## src/agnus_cfg.svh

```systemverilog
/*
  agnus dma core configuration
  register word addresses, line timing, refresh and strobe slots,
  blitter slowdown limit and the dmacon bit map
*/
`ifndef AGNUS_CFG_SVH
`define AGNUS_CFG_SVH

// register word addresses (byte address >> 1)
`define AGNUS_REG_DMACON    8'h4B   // dmacon write, byte 0x096
`define AGNUS_REG_DMACONR   8'h01   // dmacon read, byte 0x002
`define AGNUS_REG_IDLE      8'hFF   // no register selected

// line timing
`define AGNUS_HPOS_W        9       // horizontal position width
`define AGNUS_HTOTAL        227     // bus cycles per line
`define AGNUS_REFRESH_FIRST 1       // refresh on odd slots first..last
`define AGNUS_REFRESH_LAST  7
`define AGNUS_STRHOR_DENISE 11      // video chip strobe slot
`define AGNUS_STRHOR_PAULA  13      // audio chip strobe slot

`define AGNUS_BLS_CNT_MAX   3       // cpu-lost cycles before blitter blocks

// dmacon bit map
`define AGNUS_DMACON_W      13      // stored bits, 12:0
`define AGNUS_DMA_SETCLR    15
`define AGNUS_DMA_BLTPRI    10      // blitter nasty
`define AGNUS_DMA_MASTER    9
`define AGNUS_DMA_BPLEN     8
`define AGNUS_DMA_COPEN     7
`define AGNUS_DMA_BLTEN     6
`define AGNUS_DMA_SPREN     5

`endif
```

## src/agnus_pkg.sv

```systemverilog
/*
  agnus dma core types
  slot owner encoding and the bundles passed between the arbiter blocks
*/
`default_nettype none

package agnus_pkg;

  // --------------------
  // bus slot owner, listed highest priority first
  typedef enum logic [2:0] {
    CH_DSK,
    CH_REF,
    CH_AUD,
    CH_BPL,
    CH_SPR,
    CH_COP,
    CH_BLT,
    CH_CPU
  } chan_e;

  // --------------------
  typedef struct packed {
    logic        aen;          // register bank select
    logic        rd;
    logic        hwr;          // high byte write
    logic        lwr;          // low byte write
    logic [7:0]  address;      // register word address
    logic [15:0] data;         // write data
  } cpu_bus_t;

  typedef struct packed {
    logic dsk;                 // request levels
    logic aud;
    logic bpl;
    logic spr;
    logic cop;
    logic blt;
    logic dsk_wr;              // disk cycle is a memory write
    logic blt_we;              // blitter cycle is a memory write
  } dma_req_t;

  typedef struct packed {
    logic [19:0] address;      // chip ram word address
    logic [7:0]  reg_address;  // target register
  } chan_addr_t;

  typedef struct packed {
    chan_addr_t dsk;
    chan_addr_t aud;
    chan_addr_t bpl;
    chan_addr_t spr;
    chan_addr_t cop;
    chan_addr_t blt;
  } engine_addr_t;

  typedef struct packed {
    logic bpl;                 // enables already qualified by master
    logic spr;
    logic cop;
    logic blt;
    logic bltpri;
  } dma_enables_t;

  typedef struct packed {
    chan_e owner;
    logic  cpu_custom;         // cpu may use chip bus
    logic  dbr;                // chipset holds the data bus
    logic  dbwe;               // chipset memory write
    logic  ack_spr;
    logic  ack_cop;
    logic  ack_blt;
  } bus_grant_t;

endpackage

`default_nettype wire

```

## src/agnus_dma_core.sv

```systemverilog
/*
  agnus dma core
  bus slot side of the address generator: beam counter, dmacon,
  blitter slowdown and the slot arbiter around the cpu register decode
*/
`timescale 1ns/1ns
`default_nettype none
`include "agnus_cfg.svh"

module agnus_dma_core (
  input  logic                    clk,
  input  logic                    reset,
  input  agnus_pkg::cpu_bus_t     bus,
  input  agnus_pkg::dma_req_t     req,
  input  agnus_pkg::engine_addr_t addr,
  input  logic                    blit_busy,
  input  logic                    blit_zero,
  input  logic                    bls,              // cpu waiting for bus
  input  logic                    turbo,
  output agnus_pkg::bus_grant_t   grant,
  output logic [19:0]             address_out,
  output logic [7:0]              reg_address_out,
  output logic [15:0]             data_out,
  output logic                    bltpri,
  output logic                    ena_cop,
  output logic                    ena_blt,
  output logic                    sol,
  output logic                    strhor_denise,
  output logic                    strhor_paula
);

  logic                    cck;
  logic                    refresh;
  logic                    blt_blocked;
  logic [7:0]              cpu_reg_address;
  agnus_pkg::dma_enables_t enables;

  // cpu register address only while a real access is on the bus
  assign cpu_reg_address = (bus.aen & (bus.rd | bus.hwr | bus.lwr)) ? bus.address
                                                                    : `AGNUS_REG_IDLE;
  assign bltpri = enables.bltpri;

  // --------------------
  beam_counter beam_i (
    .clk          (clk),
    .reset        (reset),
    .hpos         (),                  // slot position decoded inside
    .cck          (cck),
    .refresh      (refresh),
    .sol          (sol),
    .strhor_denise(strhor_denise),
    .strhor_paula (strhor_paula)
  );

  dma_control dmacon_i (
    .clk        (clk),
    .reset      (reset),
    .reg_address(reg_address_out),     // written from whoever owns the slot
    .data_in    (bus.data),
    .blit_busy  (blit_busy),
    .blit_zero  (blit_zero),
    .enables    (enables),
    .data_out   (data_out)
  );

  blitter_slowdown bls_i (
    .clk        (clk),
    .reset      (reset),
    .cck        (cck),
    .turbo      (turbo),
    .bls        (bls),
    .bltpri     (bltpri),
    .blt_blocked(blt_blocked)
  );

  // --------------------
  bus_arbiter arb_i (
    .req            (req),
    .addr           (addr),
    .refresh        (refresh),
    .enables        (enables),
    .blt_blocked    (blt_blocked),
    .cpu_reg_address(cpu_reg_address),
    .grant          (grant),
    .address_out    (address_out),
    .reg_address    (reg_address_out),
    .ena_cop        (ena_cop),
    .ena_blt        (ena_blt)
  );

endmodule

`default_nettype wire

```

## src/bus_arbiter.sv

```systemverilog
/*
  bus slot arbiter
  fixed priority owner selection, chip/register address mux,
  acknowledges and the copper/blitter enables
*/
`timescale 1ns/1ns
`default_nettype none
`include "agnus_cfg.svh"

module bus_arbiter (
  input  agnus_pkg::dma_req_t     req,
  input  agnus_pkg::engine_addr_t addr,
  input  logic                    refresh,          // fixed refresh slot
  input  agnus_pkg::dma_enables_t enables,
  input  logic                    blt_blocked,      // slowdown holds blitter
  input  logic [7:0]              cpu_reg_address,
  output agnus_pkg::bus_grant_t   grant,
  output logic [19:0]             address_out,
  output logic [7:0]              reg_address,
  output logic                    ena_cop,
  output logic                    ena_blt
);

  logic                  dma_bpl;                   // requests after enable gating
  logic                  dma_spr;
  logic                  dma_cop;
  logic                  dma_blt;
  agnus_pkg::chan_e      owner;
  agnus_pkg::chan_addr_t sel;                       // winning address pair

  assign dma_bpl = req.bpl & enables.bpl;
  assign dma_spr = req.spr & enables.spr;
  assign dma_cop = req.cop & enables.cop;
  assign dma_blt = req.blt & enables.blt & ~blt_blocked;

  // --------------------
  // priority chain, first hit wins
  always_comb begin
    if (req.dsk)          owner = agnus_pkg::CH_DSK;
    else if (refresh)     owner = agnus_pkg::CH_REF;
    else if (req.aud)     owner = agnus_pkg::CH_AUD;
    else if (dma_bpl)     owner = agnus_pkg::CH_BPL;
    else if (dma_spr)     owner = agnus_pkg::CH_SPR;
    else if (dma_cop)     owner = agnus_pkg::CH_COP;
    else if (dma_blt)     owner = agnus_pkg::CH_BLT;
    else                  owner = agnus_pkg::CH_CPU;   // slot left to cpu
  end

  // --------------------
  // address mux
  always_comb begin
    case (owner)
      agnus_pkg::CH_DSK: sel = addr.dsk;
      agnus_pkg::CH_REF: sel = '{address: '0, reg_address: `AGNUS_REG_IDLE};
      agnus_pkg::CH_AUD: sel = addr.aud;
      agnus_pkg::CH_BPL: sel = addr.bpl;
      agnus_pkg::CH_SPR: sel = addr.spr;
      agnus_pkg::CH_COP: sel = addr.cop;
      agnus_pkg::CH_BLT: sel = addr.blt;
      default:           sel = '{address: '0, reg_address: cpu_reg_address};  // cpu
    endcase
  end

  assign address_out = sel.address;
  assign reg_address = sel.reg_address;

  // --------------------
  // control lines and acknowledges
  always_comb begin
    grant.owner      = owner;
    grant.cpu_custom = (owner == agnus_pkg::CH_CPU);
    grant.dbr        = (owner != agnus_pkg::CH_CPU);
    // only disk and blitter ever write memory
    grant.dbwe       = ((owner == agnus_pkg::CH_DSK) & req.dsk_wr)
                     | ((owner == agnus_pkg::CH_BLT) & req.blt_we);
    grant.ack_spr    = (owner == agnus_pkg::CH_SPR);
    grant.ack_cop    = (owner == agnus_pkg::CH_COP);
    grant.ack_blt    = (owner == agnus_pkg::CH_BLT);
    // separately decoded blitter enable must agree with the chain
    blt_ena_match: assert #0 (grant.ack_blt == (req.blt & ena_blt))
      else $error("blitter enable disagrees with slot owner");
  end

  // copper can only be pushed out by bitplane fetches
  assign ena_cop = (owner != agnus_pkg::CH_BPL);
  // blitter runs when nothing above it uses the slot
  assign ena_blt = enables.blt & ~blt_blocked
                 & ~(req.dsk | refresh | req.aud | dma_bpl | dma_spr | dma_cop);

endmodule

`default_nettype wire

```

## src/blitter_slowdown.sv

```systemverilog
/*
  blitter slowdown
  counts memory cycles the cpu loses while waiting for the bus and
  blocks the blitter once the limit is hit
*/
`timescale 1ns/1ns
`default_nettype none
`include "agnus_cfg.svh"

module blitter_slowdown (
  input  logic clk,
  input  logic reset,
  input  logic cck,          // colour clock phase, counted on low phase
  input  logic turbo,        // count on every cycle
  input  logic bls,          // cpu is waiting for the bus
  input  logic bltpri,       // blitter nasty, never slow down
  output logic blt_blocked
);

  localparam int CNT_W = $clog2(`AGNUS_BLS_CNT_MAX + 1);
  localparam logic [CNT_W-1:0] CNT_MAX = CNT_W'(`AGNUS_BLS_CNT_MAX);

  logic [CNT_W-1:0] bls_cnt;   // cpu-lost cycles so far
  logic             cnt_en;

  assign cnt_en = !cck || turbo;

  // --------------------
  always_ff @(posedge clk) begin
    if (reset) begin
      bls_cnt <= '0;
    end else if (cnt_en) begin
      if (!bls || bltpri) begin
        bls_cnt <= '0;                      // cpu got through or nasty mode
      end else if (bls_cnt != CNT_MAX) begin
        bls_cnt <= bls_cnt + 1'b1;          // saturate at limit
      end
    end
  end

  assign blt_blocked = (bls_cnt == CNT_MAX);

  // once saturated the count holds while the cpu keeps waiting
  cnt_saturates: assert property (@(posedge clk) disable iff (reset)
    blt_blocked && bls && !bltpri |=> blt_blocked)
    else $error("slowdown counter left its limit");

endmodule

`default_nettype wire

```

## src/dma_control.sv

```systemverilog
/*
  dma control register
  set/clear write, read-back with blitter status and the
  master-qualified channel enables
*/
`timescale 1ns/1ns
`default_nettype none
`include "agnus_cfg.svh"

module dma_control (
  input  logic                    clk,
  input  logic                    reset,
  input  logic [7:0]              reg_address,  // register of the current slot
  input  logic [15:0]             data_in,
  input  logic                    blit_busy,
  input  logic                    blit_zero,
  output agnus_pkg::dma_enables_t enables,
  output logic [15:0]             data_out
);

  logic [`AGNUS_DMACON_W-1:0] dmacon;             // stored control bits
  logic                       master;             // global dma enable
  logic                       wr_sel;
  logic                       rd_sel;

  assign wr_sel = (reg_address == `AGNUS_REG_DMACON);
  assign rd_sel = (reg_address == `AGNUS_REG_DMACONR);

  // --------------------
  // write, bit 15 chooses set or clear of the marked bits
  always_ff @(posedge clk) begin
    if (reset) begin
      dmacon <= '0;
    end else if (wr_sel) begin
      if (data_in[`AGNUS_DMA_SETCLR]) begin
        dmacon <= dmacon | data_in[`AGNUS_DMACON_W-1:0];     // set
      end else begin
        dmacon <= dmacon & ~data_in[`AGNUS_DMACON_W-1:0];    // clear
      end
    end
  end

  // --------------------
  // read back, zero on any other register
  assign data_out = rd_sel ? {1'b0, blit_busy, blit_zero, dmacon} : 16'h0000;

  // channel enables all need the master bit, nasty does not
  assign master = dmacon[`AGNUS_DMA_MASTER];
  assign enables = '{
    bpl:    dmacon[`AGNUS_DMA_BPLEN] & master,
    spr:    dmacon[`AGNUS_DMA_SPREN] & master,
    cop:    dmacon[`AGNUS_DMA_COPEN] & master,
    blt:    dmacon[`AGNUS_DMA_BLTEN] & master,
    bltpri: dmacon[`AGNUS_DMA_BLTPRI]
  };

  // marked bits hold the written state one cycle after the write
  wr_takes_effect: assert property (@(posedge clk) disable iff (reset)
    wr_sel |=> ((dmacon & $past(data_in[`AGNUS_DMACON_W-1:0]))
               == ($past(data_in[`AGNUS_DMA_SETCLR]) ? $past(data_in[`AGNUS_DMACON_W-1:0])
                                                    : `AGNUS_DMACON_W'(0))))
    else $error("dmacon write not applied");

endmodule

`default_nettype wire

```

## src/beam_counter.sv

```systemverilog
/*
  horizontal beam counter
  counts bus cycles along a line and decodes refresh slots,
  start of line and the video/audio chip strobes
*/
`timescale 1ns/1ns
`default_nettype none
`include "agnus_cfg.svh"

module beam_counter (
  input  logic                     clk,
  input  logic                     reset,
  output logic [`AGNUS_HPOS_W-1:0] hpos,          // slot position in line
  output logic                     cck,           // colour clock phase
  output logic                     refresh,       // refresh owns this slot
  output logic                     sol,           // last slot of the line
  output logic                     strhor_denise,
  output logic                     strhor_paula
);

  localparam logic [`AGNUS_HPOS_W-1:0] HPOS_LAST = `AGNUS_HPOS_W'(`AGNUS_HTOTAL - 1);
  localparam logic [`AGNUS_HPOS_W-1:0] REF_FIRST = `AGNUS_HPOS_W'(`AGNUS_REFRESH_FIRST);
  localparam logic [`AGNUS_HPOS_W-1:0] REF_LAST  = `AGNUS_HPOS_W'(`AGNUS_REFRESH_LAST);
  localparam logic [`AGNUS_HPOS_W-1:0] POS_DEN   = `AGNUS_HPOS_W'(`AGNUS_STRHOR_DENISE);
  localparam logic [`AGNUS_HPOS_W-1:0] POS_PAU   = `AGNUS_HPOS_W'(`AGNUS_STRHOR_PAULA);

  // --------------------
  // one bus cycle per clk, wrap at end of line
  always_ff @(posedge clk) begin
    if (reset) begin
      hpos <= '0;
    end else if (hpos == HPOS_LAST) begin
      hpos <= '0;                                   // new line
    end else begin
      hpos <= hpos + 1'b1;
    end
  end

  // --------------------
  // fixed slot decode
  assign cck = hpos[0];                             // odd slots belong to chipset
  assign refresh = cck && (hpos >= REF_FIRST) && (hpos <= REF_LAST);
  assign sol = (hpos == HPOS_LAST);
  assign strhor_denise = (hpos == POS_DEN);
  assign strhor_paula = (hpos == POS_PAU);

  // position never leaves the visible line range
  hpos_in_line: assert property (@(posedge clk) disable iff (reset)
    hpos < `AGNUS_HPOS_W'(`AGNUS_HTOTAL))
    else $error("hpos beyond line length");

endmodule

`default_nettype wire

```

## config.mk

```make
export PLATFORM = sky130hd
export DESIGN_NAME = agnus_dma_core
export DESIGN_NICKNAME = d
export VERILOG_FILES = /design/src/agnus_pkg.sv /design/src/agnus_dma_core.sv /design/src/bus_arbiter.sv /design/src/blitter_slowdown.sv /design/src/dma_control.sv /design/src/beam_counter.sv
export VERILOG_INCLUDE_DIRS = /design/src
export SDC_FILE = /design/constraint.sdc
export NUM_CORES = 1
export LEC_CHECK = 0
export BUFFER_PORTS_ARGS = -buffer_cell sky130_fd_sc_hd__buf_4
export CAP_MARGIN = 20
export CORE_AREA = 2 2 104 106
export DETAILED_ROUTE_END_ITERATION = 8
export DIE_AREA = 0 0 106 108
export MAX_ROUTING_LAYER = met4
export SLEW_MARGIN = 20
export SYNTH_ARGS = -nofsm -noshare
export SYNTH_HDL_FRONTEND = slang
export SYNTH_HIERARCHICAL = 1
export SYNTH_SLANG_ARGS = --single-unit
```

## constraint.sdc

```tcl
create_clock -name clk -period 5.5 [get_ports clk]
set_input_delay 0.275 -clock clk [delete_from_list [all_inputs] [get_ports clk]]
set_output_delay 0.275 -clock clk [all_outputs]
set_load 0.01 [all_outputs]
```

==> out/metrics.yaml <==
use_met2_pct: 43.7
maxCapViolations: 0
grt_use_met1_pct: 25.0
crit_path_frequent_cell: "nor2_1"
insertion_delay_ns: 0.28
htreeDepth: 1
core_um2: 10200
post_cts_buffers: 0
rows: 37
netlist_area_um2: 2910
cts_tree: "yes"
crit_chain: "ha_1 -> nor2_1 -> nor4_2 -> buf_4 -> nor2_1 -> nand2_1 -> inv_1 -> nand2_1 -> nor2_1 -> a21oi_1 -> a21oi_1 -> nor4_1 -> and3_1 -> and2_1 -> buf_4"
cts.sinks: 24
antenna_found_initial: 0
syn_inst: 363
fin_crit_ns: 4.48
nets: 824
cts-root-buf: "clkbuf_8"
worstPathRequired_ns: 5.22
die_w_um: 106
min_path_cells: 3
finalHoldViolations: 0
fin_tns_setup_ns: 0
crit_buf_inv: 3
cp.depth: 15
ir_drop_v: 0.000134
clock_path_buffers: 2
fp.dieH_um: 108
numCtsBuffers: 3
insertedDiodeCount: 0
startpoint_type: "flip-flop"
p_total_uw: 668
io_buffers: 265
use_met3_pct: 5.00
worst_hold_slack_ns: 0.257
wl_mm: 13.8
die-area_um2: 11400
path_clk_slew_ns: 0.09
grt_usage_pct: 23.2
grt_max_degree: 41
num_io_pins: 269
syn-num-nets: 577
crit_type: "reg2out"
initial_utilization_pct: 28.4
status: "complete, no violations"
dr.pass1.iters: 5
slowest_delay_ns: 0.66
cts_resized: 0
area_growth_pct: 72.3
path_delay_family: "simple AND/OR/NAND/NOR gates"
crit_slowest_cell: "nand2_1"
gp_congestion: 0.855
grt_pass1_vias: 3740
worst_slew_pin_slew_ns: 0.876
min_period_over_period_pct: 81.4
drc: 0
cp-end-kind: "output pin"
skew_ns: 0.00177
rsz0062_at_grt: "false"
num_vias: 3797
grt_pass1_wl_mm: 20.3
fmax_mhz: 223
worstPathArrival_ns: 4.20
syn-mean-instance-area_um2: 8.01
initialDrtViolationCount: 275
setup_violations: 0
min_path_type: "in2reg"
drive_above_1_share_pct: 50.7
p_leak_nw: 2.47
wl_per_cell_um: 18.5
grt_overflow: 0
busiest_layer: "met2"
ant_nets: 0
relSlewSlack_pct: 41.4
r2r_cells: 14
viasPerCell: 5.10
cp_max_fo: 27
hpwl_mm: 11.2
finalMaxSlewViolations: 0
powerDensity_nw_per_um2: 133
ys.warnings.count: 6
cts_hold_buffers: 0
[metal layers]
layer | vias to the layer above | share of wire, %
met3 | 11 | 7.5
met5 | - | 0
met4 | 0 | 1.2
li1 | 1871 | -
met1 | 1774 | 37
met2 | 141 | 54
[through the flow]
step / instance area, um^2 / std cells / utilization [%] / setup WS (ns)
6_report: 5010 / 745 / 49.0 / 1.02
5_1_grt: 5010 / 745 / 49.0 / 0.409
4_1_cts: 5010 / 745 / 49.0 / 0.972
3_5_place_dp: 4940 / 741 / 48.3 / 1.30
3_3_place_gp: 4940 / 741 / 48.3 / 1.45
2_1_floorplan: 2910 / 363 / - / 2.40
[where the power goes]
part | total [mW] | internal [mW] | switching [mW] | leakage (nW)
Combinational | 0.320 | 0.186 | 0.134 | 2.24
Clock | 0.162 | 0.0976 | 0.0648 | 0.0357
Sequential | 0.185 | 0.178 | 0.00717 | 0.194
Total | 0.668 | 0.462 | 0.206 | 2.47
[path summary, 6_finish.rpt]
path	start	endpoint	slack, ns
max	beam_i/hpos[0]	data_out[12]	1.02
min	bus[0]	flip-flop	0.26
max reg2reg	beam_i/hpos[0]	flip-flop	1.61
min reg2reg	flip-flop	flip-flop	0.48
[cell usage in the layout (no fill, tap or decap), types with 2 or more instances in the layout]
cell type,n
mux2i_1,41
nand2b_1,15
or3_1,2
nand4_1,2
o31ai_1,3
a21boi_0,6
o21a_1,5
and2_1,22
nand2_1,11
and4bb_2,3
nand3_2,10
ha_1,4
nor3_1,4
inv_1,7
nand2_2,2
xnor2_1,2
a222oi_1,20
a221oi_1,3
o21ai_0,19
nand3_1,8
a21oi_1,34
buf_4,271
dfxtp_1,24
o21ai_1,3
mux2_4,3
mux2_2,2
or2_1,9
o221ai_1,5
nor4_2,2
a22o_1,11
and3_1,3
nor2_1,25
clkbuf_8,3
[tightest hold or removal path: stages]
cell and delay [ns]:
buf_4 0.11, nand3_2 0.05, mux2i_1 0.06
[layout make-up]
class / count / area (um^2)
clock buffers: 3 / 41.3
clock inverters: 1 / 30.0
fillers: 1063 / 5220
inverters: 8 / 30.0
multi-input cells: 302 / 2220
flip-flops and latches: 24 / 480
well taps: 136 / 170
repair buffers: 271 / 2030
Power figures use the tool's default switching activity.
